===== src/rv_isa_pkg.sv =====
package rv_isa_pkg;

    // Major opcodes, instruction bits [6:0].
    typedef enum logic [6:0] {
        LUI    = 7'b0110111,
        AUIPC  = 7'b0010111,
        JAL    = 7'b1101111,
        JALR   = 7'b1100111,
        BRANCH = 7'b1100011,
        LOAD   = 7'b0000011,
        STORE  = 7'b0100011,
        OP_IMM = 7'b0010011,
        OP     = 7'b0110011
    } opcode_t;

    // One-hot ALU controls.
    typedef struct packed {
        logic arith_sub;
        logic arith_shr;
        logic shift_arithmetical;
        logic res_cmp;            // Result is the compare bit.
        logic res_bits;
        logic res_shift;
        logic bits_xor;
        logic bits_or;
        logic cmp_lts;
        logic cmp_ltu;
        logic cmp_inversed;
    } alu_ctrl_t;

    typedef struct packed {
        logic pc;
    } src_op1_t;

    typedef struct packed {
        logic i;                  // I/S/U immediate.
        logic j;                  // Jump immediate.
    } src_op2_t;

    typedef struct packed {
        logic memory;
        logic pc_p4;
    } res_src_t;

    typedef enum logic [2:0] {
        FETCH,
        RS,
        ALU1,
        ALU2,
        ALU3,
        MEM,
        WR
    } core_state_t;

endpackage


===== src/rv_bus_pkg.sv =====
package rv_bus_pkg;

    import rv_isa_pkg::*;

    typedef struct packed {
        logic        ready;
        logic [31:0] instruction;
        logic [31:0] pc;
    } fetch_bus_t;

    typedef struct packed {
        logic [4:0]  rs1;
        logic [4:0]  rs2;
        logic [4:0]  rd;
        logic [31:0] imm_i;       // S immediate for stores.
        logic [31:0] imm_j;       // B immediate for branches.
        alu_ctrl_t   alu_ctrl;
        logic [2:0]  funct3;
        res_src_t    res_src;
        src_op1_t    op1_src;
        src_op2_t    op2_src;
        logic        reg_write;
        logic        inst_jal;
        logic        inst_jalr;
        logic        inst_branch;
        logic        inst_store;
        logic [31:0] pc;
    } decode_bus_t;

    // Classic Wishbone master request.
    typedef struct packed {
        logic [31:0] adr;
        logic [31:0] dat;
        logic        we;
        logic [3:0]  sel;
        logic        stb;
        logic        cyc;
    } wb_req_t;

    typedef struct packed {
        logic        valid;
        logic [31:0] pc;
        logic [4:0]  rd;
        logic [31:0] data;
    } retire_t;

endpackage


===== src/rv_fetch.sv =====
`timescale 1ns/1ps

module rv_fetch
#(
    parameter logic [31:0] RESET_ADDR = 32'h0000_0000
)
(
    input  logic                   i_clk,
    input  logic                   i_reset_n,
    input  logic                   i_fetch_start,
    input  logic                   i_pc_select,
    input  logic [31:0]            i_pc_target,
    input  logic [31:0]            i_instruction,
    input  logic                   i_ack,
    output logic [31:0]            o_addr,
    output logic                   o_cyc,
    output rv_bus_pkg::fetch_bus_t o_bus
);

    logic [31:0] pc;
    logic [31:0] instruction;
    logic        ready;
    logic        boot;          // First fetch after reset.

    always_ff @(posedge i_clk)
    begin
        if (!i_reset_n)
        begin
            pc    <= RESET_ADDR;
            o_cyc <= 1'b0;
            ready <= 1'b0;
            boot  <= 1'b1;
        end
        else
        begin
            boot <= 1'b0;
            if (i_fetch_start)
            begin
                pc    <= i_pc_select ? i_pc_target : pc + 32'd4;
                o_cyc <= 1'b1;
                ready <= 1'b0;
            end
            else if (boot)
                o_cyc <= 1'b1;
            else if (o_cyc && i_ack)
            begin
                o_cyc <= 1'b0;
                ready <= 1'b1;
            end
        end
    end

    always_ff @(posedge i_clk)
    begin
        if (o_cyc && i_ack)
            instruction <= i_instruction;
    end

    assign o_addr            = pc;
    assign o_bus.ready       = ready;
    assign o_bus.instruction = instruction;
    assign o_bus.pc          = pc;

    // Ready and an open fetch never overlap.
    assert property (@(posedge i_clk) disable iff (!i_reset_n) !(ready && o_cyc));

endmodule


===== src/rv_decode.sv =====
`timescale 1ns/1ps

module rv_decode
(
    input  logic                    i_clk,
    input  rv_bus_pkg::fetch_bus_t  i_bus,
    output rv_bus_pkg::decode_bus_t o_bus
);

    import rv_isa_pkg::*;
    import rv_bus_pkg::*;

    logic [31:0] inst;
    opcode_t     opcode;
    logic [31:0] imm_i, imm_s, imm_u, imm_b, imm_j;
    decode_bus_t dec;

    function automatic alu_ctrl_t alu_ops(input logic [2:0] f3, input logic sub,
                                          input logic arith);
        alu_ctrl_t c;
        c = '0;
        case (f3)
        3'b000: c.arith_sub = sub;
        3'b001: c.res_shift = 1'b1;
        3'b010: {c.res_cmp, c.cmp_lts} = 2'b11;
        3'b011: {c.res_cmp, c.cmp_ltu} = 2'b11;
        3'b100: {c.res_bits, c.bits_xor} = 2'b11;
        3'b101: {c.res_shift, c.arith_shr, c.shift_arithmetical} = {2'b11, arith};
        3'b110: {c.res_bits, c.bits_or} = 2'b11;
        default: c.res_bits = 1'b1;   // AND.
        endcase
        return c;
    endfunction

    assign inst   = i_bus.instruction;
    assign opcode = opcode_t'(inst[6:0]);
    assign imm_i  = {{20{inst[31]}}, inst[31:20]};
    assign imm_s  = {{20{inst[31]}}, inst[31:25], inst[11:7]};
    assign imm_u  = {inst[31:12], 12'h000};
    assign imm_b  = {{20{inst[31]}}, inst[7], inst[30:25], inst[11:8], 1'b0};
    assign imm_j  = {{12{inst[31]}}, inst[19:12], inst[20], inst[30:21], 1'b0};

    always_comb
    begin
        dec        = '0;
        dec.rs1    = inst[19:15];
        dec.rs2    = inst[24:20];
        dec.rd     = inst[11:7];
        dec.funct3 = inst[14:12];
        dec.imm_i  = imm_i;
        dec.imm_j  = imm_j;
        dec.pc     = i_bus.pc;
        case (opcode)
        LUI:
        begin
            dec.rs1       = 5'd0;       // Zero plus immediate.
            dec.imm_i     = imm_u;
            dec.op2_src.i = 1'b1;
            dec.reg_write = 1'b1;
        end
        AUIPC:
        begin
            dec.imm_i      = imm_u;
            dec.op1_src.pc = 1'b1;
            dec.op2_src.i  = 1'b1;
            dec.reg_write  = 1'b1;
        end
        JAL:
        begin
            dec.op1_src.pc    = 1'b1;
            dec.op2_src.j     = 1'b1;
            dec.res_src.pc_p4 = 1'b1;
            dec.reg_write     = 1'b1;
            dec.inst_jal      = 1'b1;
        end
        JALR:
        begin
            dec.op2_src.i     = 1'b1;
            dec.res_src.pc_p4 = 1'b1;
            dec.reg_write     = 1'b1;
            dec.inst_jalr     = 1'b1;
        end
        BRANCH:
        begin
            dec.imm_j                 = imm_b;
            dec.inst_branch           = 1'b1;
            dec.alu_ctrl.res_cmp      = 1'b1;
            dec.alu_ctrl.cmp_inversed = inst[12];
            dec.alu_ctrl.cmp_lts      = (inst[14:13] == 2'b10);
            dec.alu_ctrl.cmp_ltu      = (inst[14:13] == 2'b11);
        end
        LOAD:
        begin
            dec.op2_src.i      = 1'b1;
            dec.res_src.memory = 1'b1;
            dec.reg_write      = 1'b1;
        end
        STORE:
        begin
            dec.imm_i      = imm_s;
            dec.op2_src.i  = 1'b1;
            dec.inst_store = 1'b1;
        end
        OP_IMM:
        begin
            dec.op2_src.i = 1'b1;
            dec.reg_write = 1'b1;
            dec.alu_ctrl  = alu_ops(inst[14:12], 1'b0, inst[30]);
        end
        OP:
        begin
            dec.reg_write = 1'b1;
            dec.alu_ctrl  = alu_ops(inst[14:12], inst[30], inst[30]);
        end
        default: dec.reg_write = 1'b0;  // Unknown opcode, no effect.
        endcase
    end

    always_ff @(posedge i_clk)
    begin
        o_bus <= dec;
    end

endmodule


===== src/rv_regs.sv =====
`timescale 1ns/1ps

module rv_regs
(
    input  logic        i_clk,
    input  logic        i_reset_n,
    input  logic [4:0]  i_rs1,
    input  logic [4:0]  i_rs2,
    input  logic [4:0]  i_rd,
    input  logic        i_write,
    input  logic [31:0] i_data,
    output logic [31:0] o_data1,
    output logic [31:0] o_data2
);

    logic [31:0] regs [32];

    always_ff @(posedge i_clk)
    begin
        if (!i_reset_n)
        begin
            for (int r = 0; r < 32; r++)
                regs[r] <= '0;
        end
        else if (i_write)
            regs[i_rd] <= i_data;
    end

    // Registered reads, x0 hardwired to zero.
    always_ff @(posedge i_clk)
    begin
        o_data1 <= (i_rs1 == 5'd0) ? 32'd0 : regs[i_rs1];
        o_data2 <= (i_rs2 == 5'd0) ? 32'd0 : regs[i_rs2];
    end

    assert property (@(posedge i_clk) disable iff (!i_reset_n) i_write |-> (i_rd != 5'd0));

endmodule


===== src/rv_core.sv =====
`timescale 1ns/1ps

module rv_core
#(
    parameter logic [31:0] RESET_ADDR = 32'h0000_0000
)
(
    input  logic                i_clk,
    input  logic                i_reset_n,
    output rv_bus_pkg::wb_req_t o_wb,
    input  logic [31:0]         i_wb_dat,
    input  logic                i_wb_ack,
    output rv_bus_pkg::retire_t o_retire
);

    import rv_isa_pkg::*;
    import rv_bus_pkg::*;

    core_state_t state, state_nxt;
    fetch_bus_t  fetch_bus;
    decode_bus_t decode_bus;
    alu_ctrl_t   ctrl;
    logic [31:0] fetch_addr, rdata1, rdata2, pc_target, write_data;
    logic        fetch_cyc, fetch_ack, bus_data, pc_select, reg_write_en;

    assign bus_data  = (state == ALU3) & (decode_bus.res_src.memory | decode_bus.inst_store);
    assign fetch_ack = i_wb_ack & (state == FETCH);

    always_comb
    begin
        case (state)
        FETCH:   state_nxt = fetch_ack ? RS : FETCH;
        RS:      state_nxt = fetch_bus.ready ? ALU1 : RS;
        ALU1:    state_nxt = ALU2;
        ALU2:    state_nxt = ALU3;
        ALU3:    state_nxt = (!bus_data || i_wb_ack) ? MEM : ALU3;  // Hold until data ack.
        MEM:     state_nxt = WR;
        WR:      state_nxt = FETCH;
        default: state_nxt = FETCH;
        endcase
    end

    always_ff @(posedge i_clk)
    begin
        if (!i_reset_n)
            state <= FETCH;
        else
            state <= state_nxt;
    end

    rv_fetch #(.RESET_ADDR(RESET_ADDR)) u_fetch
    (
        .i_clk         (i_clk),
        .i_reset_n     (i_reset_n),
        .i_fetch_start (state == WR),
        .i_pc_select   (pc_select),
        .i_pc_target   (pc_target),
        .i_instruction (i_wb_dat),
        .i_ack         (fetch_ack),
        .o_addr        (fetch_addr),
        .o_cyc         (fetch_cyc),
        .o_bus         (fetch_bus)
    );

    rv_decode u_decode (.i_clk(i_clk), .i_bus(fetch_bus), .o_bus(decode_bus));

    rv_regs u_regs
    (
        .i_clk     (i_clk),
        .i_reset_n (i_reset_n),
        .i_rs1     (decode_bus.rs1),
        .i_rs2     (decode_bus.rs2),
        .i_rd      (decode_bus.rd),
        .i_write   (reg_write_en),
        .i_data    (write_data),
        .o_data1   (rdata1),
        .o_data2   (rdata2)
    );

    // ####################
    // ALU1 and ALU2.
    logic [31:0] pc_branch, op1, op2, op_b, bits, shift;
    logic [32:0] add, shr;
    logic        op_b_sel, overflow, cmp;

    always_ff @(posedge i_clk)
    begin
        pc_branch <= decode_bus.pc + decode_bus.imm_j;    // Register read runs in parallel.
    end

    assign ctrl     = decode_bus.alu_ctrl;
    assign op1      = decode_bus.op1_src.pc ? decode_bus.pc : rdata1;
    assign op2      = decode_bus.op2_src.i ? decode_bus.imm_i :
                      (decode_bus.op2_src.j ? decode_bus.imm_j : rdata2);
    assign op_b_sel = ctrl.arith_sub | ctrl.res_cmp;
    assign op_b     = op_b_sel ? ~op2 : op2;
    assign add      = {1'b0, op1} + {1'b0, op_b} + {32'd0, op_b_sel};   // Shared adder.
    assign overflow = (op1[31] ^ op2[31]) & (op1[31] ^ add[31]);
    assign shr      = $signed({ctrl.shift_arithmetical & op1[31], op1}) >>> op2[4:0];
    assign shift    = ctrl.arith_shr ? shr[31:0] : (op1 << op2[4:0]);

    always_comb
    begin
        case (1'b1)
        ctrl.cmp_lts: cmp = ctrl.cmp_inversed ^ (add[31] ^ overflow);
        ctrl.cmp_ltu: cmp = ctrl.cmp_inversed ^ !add[32];
        default:      cmp = ctrl.cmp_inversed ^ (op1 == op2);
        endcase
        case (1'b1)
        ctrl.bits_xor: bits = op1 ^ op2;
        ctrl.bits_or:  bits = op1 | op2;
        default:       bits = op1 & op2;
        endcase
    end

    // ####################
    // ALU3 and data access.
    logic [31:0] alu3_add, alu3_bits, alu3_shift, alu3_wdata, result, store_data;
    logic [3:0]  sel_mask;
    logic        alu3_cmp, jump;

    always_ff @(posedge i_clk)
    begin
        alu3_add   <= add[31:0];
        alu3_cmp   <= cmp;
        alu3_bits  <= bits;
        alu3_shift <= shift;
        alu3_wdata <= rdata2;
    end

    always_comb
    begin
        case (1'b1)
        ctrl.res_cmp:   result = {31'd0, alu3_cmp};
        ctrl.res_bits:  result = alu3_bits;
        ctrl.res_shift: result = alu3_shift;
        default:        result = alu3_add;
        endcase
        case (decode_bus.funct3[1:0])
        2'b00:   {store_data, sel_mask} = {{4{alu3_wdata[7:0]}}, 4'b0001};
        2'b01:   {store_data, sel_mask} = {{2{alu3_wdata[15:0]}}, 4'b0011};
        default: {store_data, sel_mask} = {alu3_wdata, 4'b1111};
        endcase
    end

    assign jump      = decode_bus.inst_jal | decode_bus.inst_jalr;
    assign pc_select = jump | (decode_bus.inst_branch & alu3_cmp);
    assign pc_target = jump ? {alu3_add[31:1], 1'b0} : pc_branch;

    assign o_wb.adr = bus_data ? alu3_add : fetch_addr;
    assign o_wb.dat = store_data;
    assign o_wb.we  = bus_data & decode_bus.inst_store;
    assign o_wb.sel = bus_data ? (sel_mask << alu3_add[1:0]) : 4'b1111;
    assign o_wb.stb = bus_data | fetch_cyc;
    assign o_wb.cyc = bus_data | fetch_cyc;

    // ####################
    // Load data and writeback.
    logic [31:0] load_word, load_data;
    logic [7:0]  load_byte;
    logic [15:0] load_half;

    always_ff @(posedge i_clk)
    begin
        if (bus_data && i_wb_ack)
            load_word <= i_wb_dat;
    end

    assign load_byte = load_word[{alu3_add[1:0], 3'b000} +: 8];
    assign load_half = load_word[{alu3_add[1], 4'b0000} +: 16];

    always_comb
    begin
        case (decode_bus.funct3)
        3'b000:  load_data = {{24{load_byte[7]}}, load_byte};
        3'b001:  load_data = {{16{load_half[15]}}, load_half};
        3'b100:  load_data = {24'd0, load_byte};
        3'b101:  load_data = {16'd0, load_half};
        default: load_data = load_word;
        endcase
        case (1'b1)
        decode_bus.res_src.memory: write_data = load_data;
        decode_bus.res_src.pc_p4:  write_data = decode_bus.pc + 32'd4;    // Link address.
        default:                   write_data = result;
        endcase
    end

    assign reg_write_en   = (state == WR) & decode_bus.reg_write & (decode_bus.rd != 5'd0);
    assign o_retire.valid = reg_write_en;
    assign o_retire.pc    = decode_bus.pc;
    assign o_retire.rd    = decode_bus.rd;
    assign o_retire.data  = write_data;

    // A store stays in ALU3 with a steady address until it is acknowledged.
    assert property (@(posedge i_clk) disable iff (!i_reset_n)
        (o_wb.we && !i_wb_ack) |=> ((state == ALU3) && o_wb.we && $stable(o_wb.adr)));

endmodule


===== config.mk =====
export PLATFORM = sky130hd
export DESIGN_NAME = rv_core
export DESIGN_NICKNAME = d
export VERILOG_FILES = /design/src/rv_isa_pkg.sv /design/src/rv_bus_pkg.sv /design/src/rv_fetch.sv /design/src/rv_decode.sv /design/src/rv_regs.sv /design/src/rv_core.sv
export SDC_FILE = /design/constraint.sdc
export NUM_CORES = 2
export LEC_CHECK = 0
export BUFFER_PORTS_ARGS = -buffer_cell sky130_fd_sc_hd__clkbuf_2
export CAP_MARGIN = 25
export CELL_PAD_IN_SITES_DETAIL_PLACEMENT = 1
export CELL_PAD_IN_SITES_GLOBAL_PLACEMENT = 2
export CORE_MARGIN = 4
export CORE_UTILIZATION = 30
export CTS_CLUSTER_SIZE = 24
export DETAILED_ROUTE_END_ITERATION = 12
export PLACE_DENSITY = 0.66
export SYNTH_ARGS = -nofsm -noshare
export SYNTH_HDL_FRONTEND = slang
export SYNTH_SLANG_ARGS = --single-unit

===== constraint.sdc =====
create_clock -name i_clk -period 4.3 [get_ports i_clk]
set_input_delay 0.43 -clock i_clk [delete_from_list [all_inputs] [get_ports i_clk]]
set_output_delay 0.43 -clock i_clk [all_outputs]
set_load 0.02 [all_outputs]

==> metrics.txt <==
outcome=finished with violations; failing checks=negative hold slack, negative setup slack; RSZ-0062 raised after global routing=yes; Final Cycle Share=1.01; Final Slew Violations=0; fill cell count=about 27,000; synth warn=0; Adder-Cell Fraction of Synth Area=0.0215; CP arrival=between 3 and 4 ns; most numerous cell on the critical path=buf_4; P&R area growth vs syn=16.7%; slowest CP cell=dfxtp_2; Max-cap violations=0; delay-heaviest family, CP=simple AND/OR/NAND/NOR gates; final setup margin=-0.0290 ns; Worst setup EP type=output pin; CP Class=reg2out; post-synthesis mux area share=0.214; final instance area=between 80,000 and 90,000 sq um; hold_ws=-0.0206 ns; Initial Util=0.303; crit path max fanout=5; register area share after synthesis=0.529; # DRC=0; antenna-violating nets left=0; Final #Nets=6,624; Die W=around 510 microns; Rows=~180; fmax=231 MHz; Worst-path clk slew=roughly 0.06 ns; gr ovfl total=0; # IOs=176; final WL=344,000 microns; setup violators final=1; clock buffer depth=3; delay of the slowest critical-path stage=between 0.4 and 0.5 ns; Die ar.=around 260,000 sq um; Rel. slew slack=0.268; gpl congestion=about 0.97; Least-Margin Pin Slew=around 1.1 ns; cts bufs inserted=170; Async S/R FF share, synth=0; Main synth FF type=edfxtp_1; DRT iter0 DRCs=~6,300; vias in the first global route=57,800; global-route wire length before repair=about 470,000 microns; total track usage=0.255; Die H=512 microns; Netlist cell types=93; Post-synth EDFFs=~1,100; Core Area=around 250,000 sq um; CP Buf/Inv Count=6; Cell Chain, Critical Path=nand4_1, buf_4, nor4_4, buf_4, nand2_1, or2_1, nor2_1, xor2_1, a221oi_2, buf_4, a21o_2, buf_12, inv_1, clkbuf_2; Post-Synth XOR/XNOR Area=0.0135; layout cell share with drive strength beyond 1=0.242; synthesized area=76,300 sq um; PwrDens=424 nW/um^2; CTS H-Tree Depth=4; drt via density=roughly 5.7; Tmin final=between 4 and 5 ns; ranking of synthesized cells by area=edfxtp_1, mux4_2, dfxtp_1, nor2_1, mux2i_1; largest net degree at the start of global routing=94; post-synth top area cell=edfxtp_1; placed inst area=around 83,000 sq um; TritonCTS Sinks=between 1,000 and 1,500; Cells after Synth=~6,300; initial antenna violation count=34; main combinational cell family by area after synthesis=multiplexers; most frequent cells in the layout=nor2_1, edfxtp_1, mux4_2; HP Class=in2reg; Worst-Skew Late Latency=0.85 ns; WL/cell=around 35 microns; Non-Filler Instances=between 9,000 and 10,000; CTS tree=done; Pre-antenna DRT Iters=5; Post-Synth Simple-Gate Area=0.101; Post-DP HPWL=roughly 240,000 microns; Mean Syn Cell Area=~12 sq um; commonest non-fill, non-tap cell in the layout=nor2_1; Synth top area share=0.428; Cell Count Post-Placement=9,600; Synth Register Bits=1,472; via count=56,700; post-synthesis compound-gate area fraction=0.0805; Worst Setup Start Kind=flip-flop; port bufs=about 180; LEAKAGE=33.8 nW; Final Hold Fails=2; peak supply drop=0.466 mV; WP data required=3.87 ns; CTS Root Cell=clkbuf_16; clk_skew=just over 0.05 ns
worst reg2reg max path, cell delays in order, from the launching register on:
cell and delay, ns:
dfxtp_1 0.60, ha_1 0.30, inv_1 0.07, fa_1 0.41
nor2b_1 0.17, o31ai_1 0.12, a2111oi_0 0.53, buf_4 0.22
o211ai_1 0.24, a31oi_1 0.40, o31ai_1 0.15, a21boi_0 0.30
nor4_1 0.08, a311o_1 0.33
worst paths after layout:
check | startpoint | depth (start not counted) | end | slack, ns
hold reg to reg | u_regs.o_data2[12]$_SDFF_PN0_ | 0 | alu3_wdata[12]$_DFF_P_ | 0.37
hold / removal | i_wb_dat[6] | 1 | load_word[6]$_DFFE_PP_ | -0.02
setup reg to reg | u_decode.o_bus[1]$_DFF_P_ | 13 | pc_branch[29]$_DFF_P_ | 0.25
setup / recovery | u_decode.o_bus[5]$_DFF_P_ | 14 | o_retire[31] | -0.03
state kept, by name (all words and copies together), names as in the netlist, 3 cells and up:
name                 cells
u_regs.o_data1          32
u_fetch.instruction     32
alu3_bits               32
alu3_shift              32
u_regs.o_data2          32
u_decode.o_bus         121
alu3_wdata              32
pc_branch               32
alu3_add                32
u_fetch.o_addr          32
state                    3
u_regs.regs           1024
load_word               32
Yosys cell counts (62+ instances only):
library cell     n
mux4_2         529
ha_1           128
mux2i_1        325
nor2_1        1228
o21ai_0        246
a221oi_1        62
edfxtp_1      1088
mux2_2         100
inv_1          150
nor3_1          73
a21oi_1        215
buf_2           75
xnor2_1         63
a21o_1          87
buf_1           91
dfxtp_1        384
clkbuf_1       375
nand2_1        354
metal layers:
metal	global-route usage	part of all wire	vias up
li1	-	-	23600
met1	0.331	0.40	30100
met4	0.0986	0.045	8
met2	0.425	0.48	2480
met3	0.0449	0.072	539
met5	0	0.00017	-
logic make-up (layout without fill, tap and decap cells):
kind of cell	after synthesis	after routing
DFF	1472	1472
xor gates and xnor gates	118	118
buffers and inverters	748	1055
adders and majority gates	130	130
AOI/OAI and AO/OA	951	951
muxes	955	955
and+or+nand+nor	1881	1881
other	1	39
what timing repair did:
| item | CTS | global route |
|---|---|---|
| pin swaps | 2 | 3 |
| setup buffers | 4 | 0 |
| resized for setup | 15 | 9 |
| hold buffers | 29 | 0 |
| endpoints found under the hold margin | 58 | 0 |
| setup endpoints to repair | 16 | 9 |
area by class of cell:
cell class / instances / area [sq um] / share of cell area
clock inverters: 87 / 836 / 0.00938
diodes: 7 / 17.5 / 0.000197
clock buffers: 220 / 4700 / 0.0527
repair buffers: 592 / 4990 / 0.0560
flip-flops and latches: 1472 / 40400 / 0.454
multi-input cells: 4067 / 33300 / 0.374
inverters: 156 / 586 / 0.00657
well taps: 3348 / 4190 / 0.0470
per-stage QoR:
step | hold slack (ns) | total power [mW] | TNS [ns] | util | setup slack [ns]
after floorplan | 0.329 | 19.7 | 0 | - | 0.0500
after CTS | 0.00322 | 37.9 | -0.0819 | 0.353 | -0.0819
final | -0.0206 | 37.8 | -0.0290 | 0.353 | -0.0290
after detailed placement | 0.349 | 23.2 | 0 | 0.329 | 0.341
after global placement | 0.339 | 23.2 | 0 | 0.329 | 0.208
after global routing | 0.00385 | 38.9 | -0.242 | 0.353 | -0.126
report_power, final:
| group | internal (mW) | switching [mW] |
|---|---|---|
| logic | 2.06 | 4.49 |
| clock network | 8.38 | 6.30 |
| registers | 15.8 | 0.696 |
| total | 26.3 | 11.5 |
(Power assumes the default switching activity.)
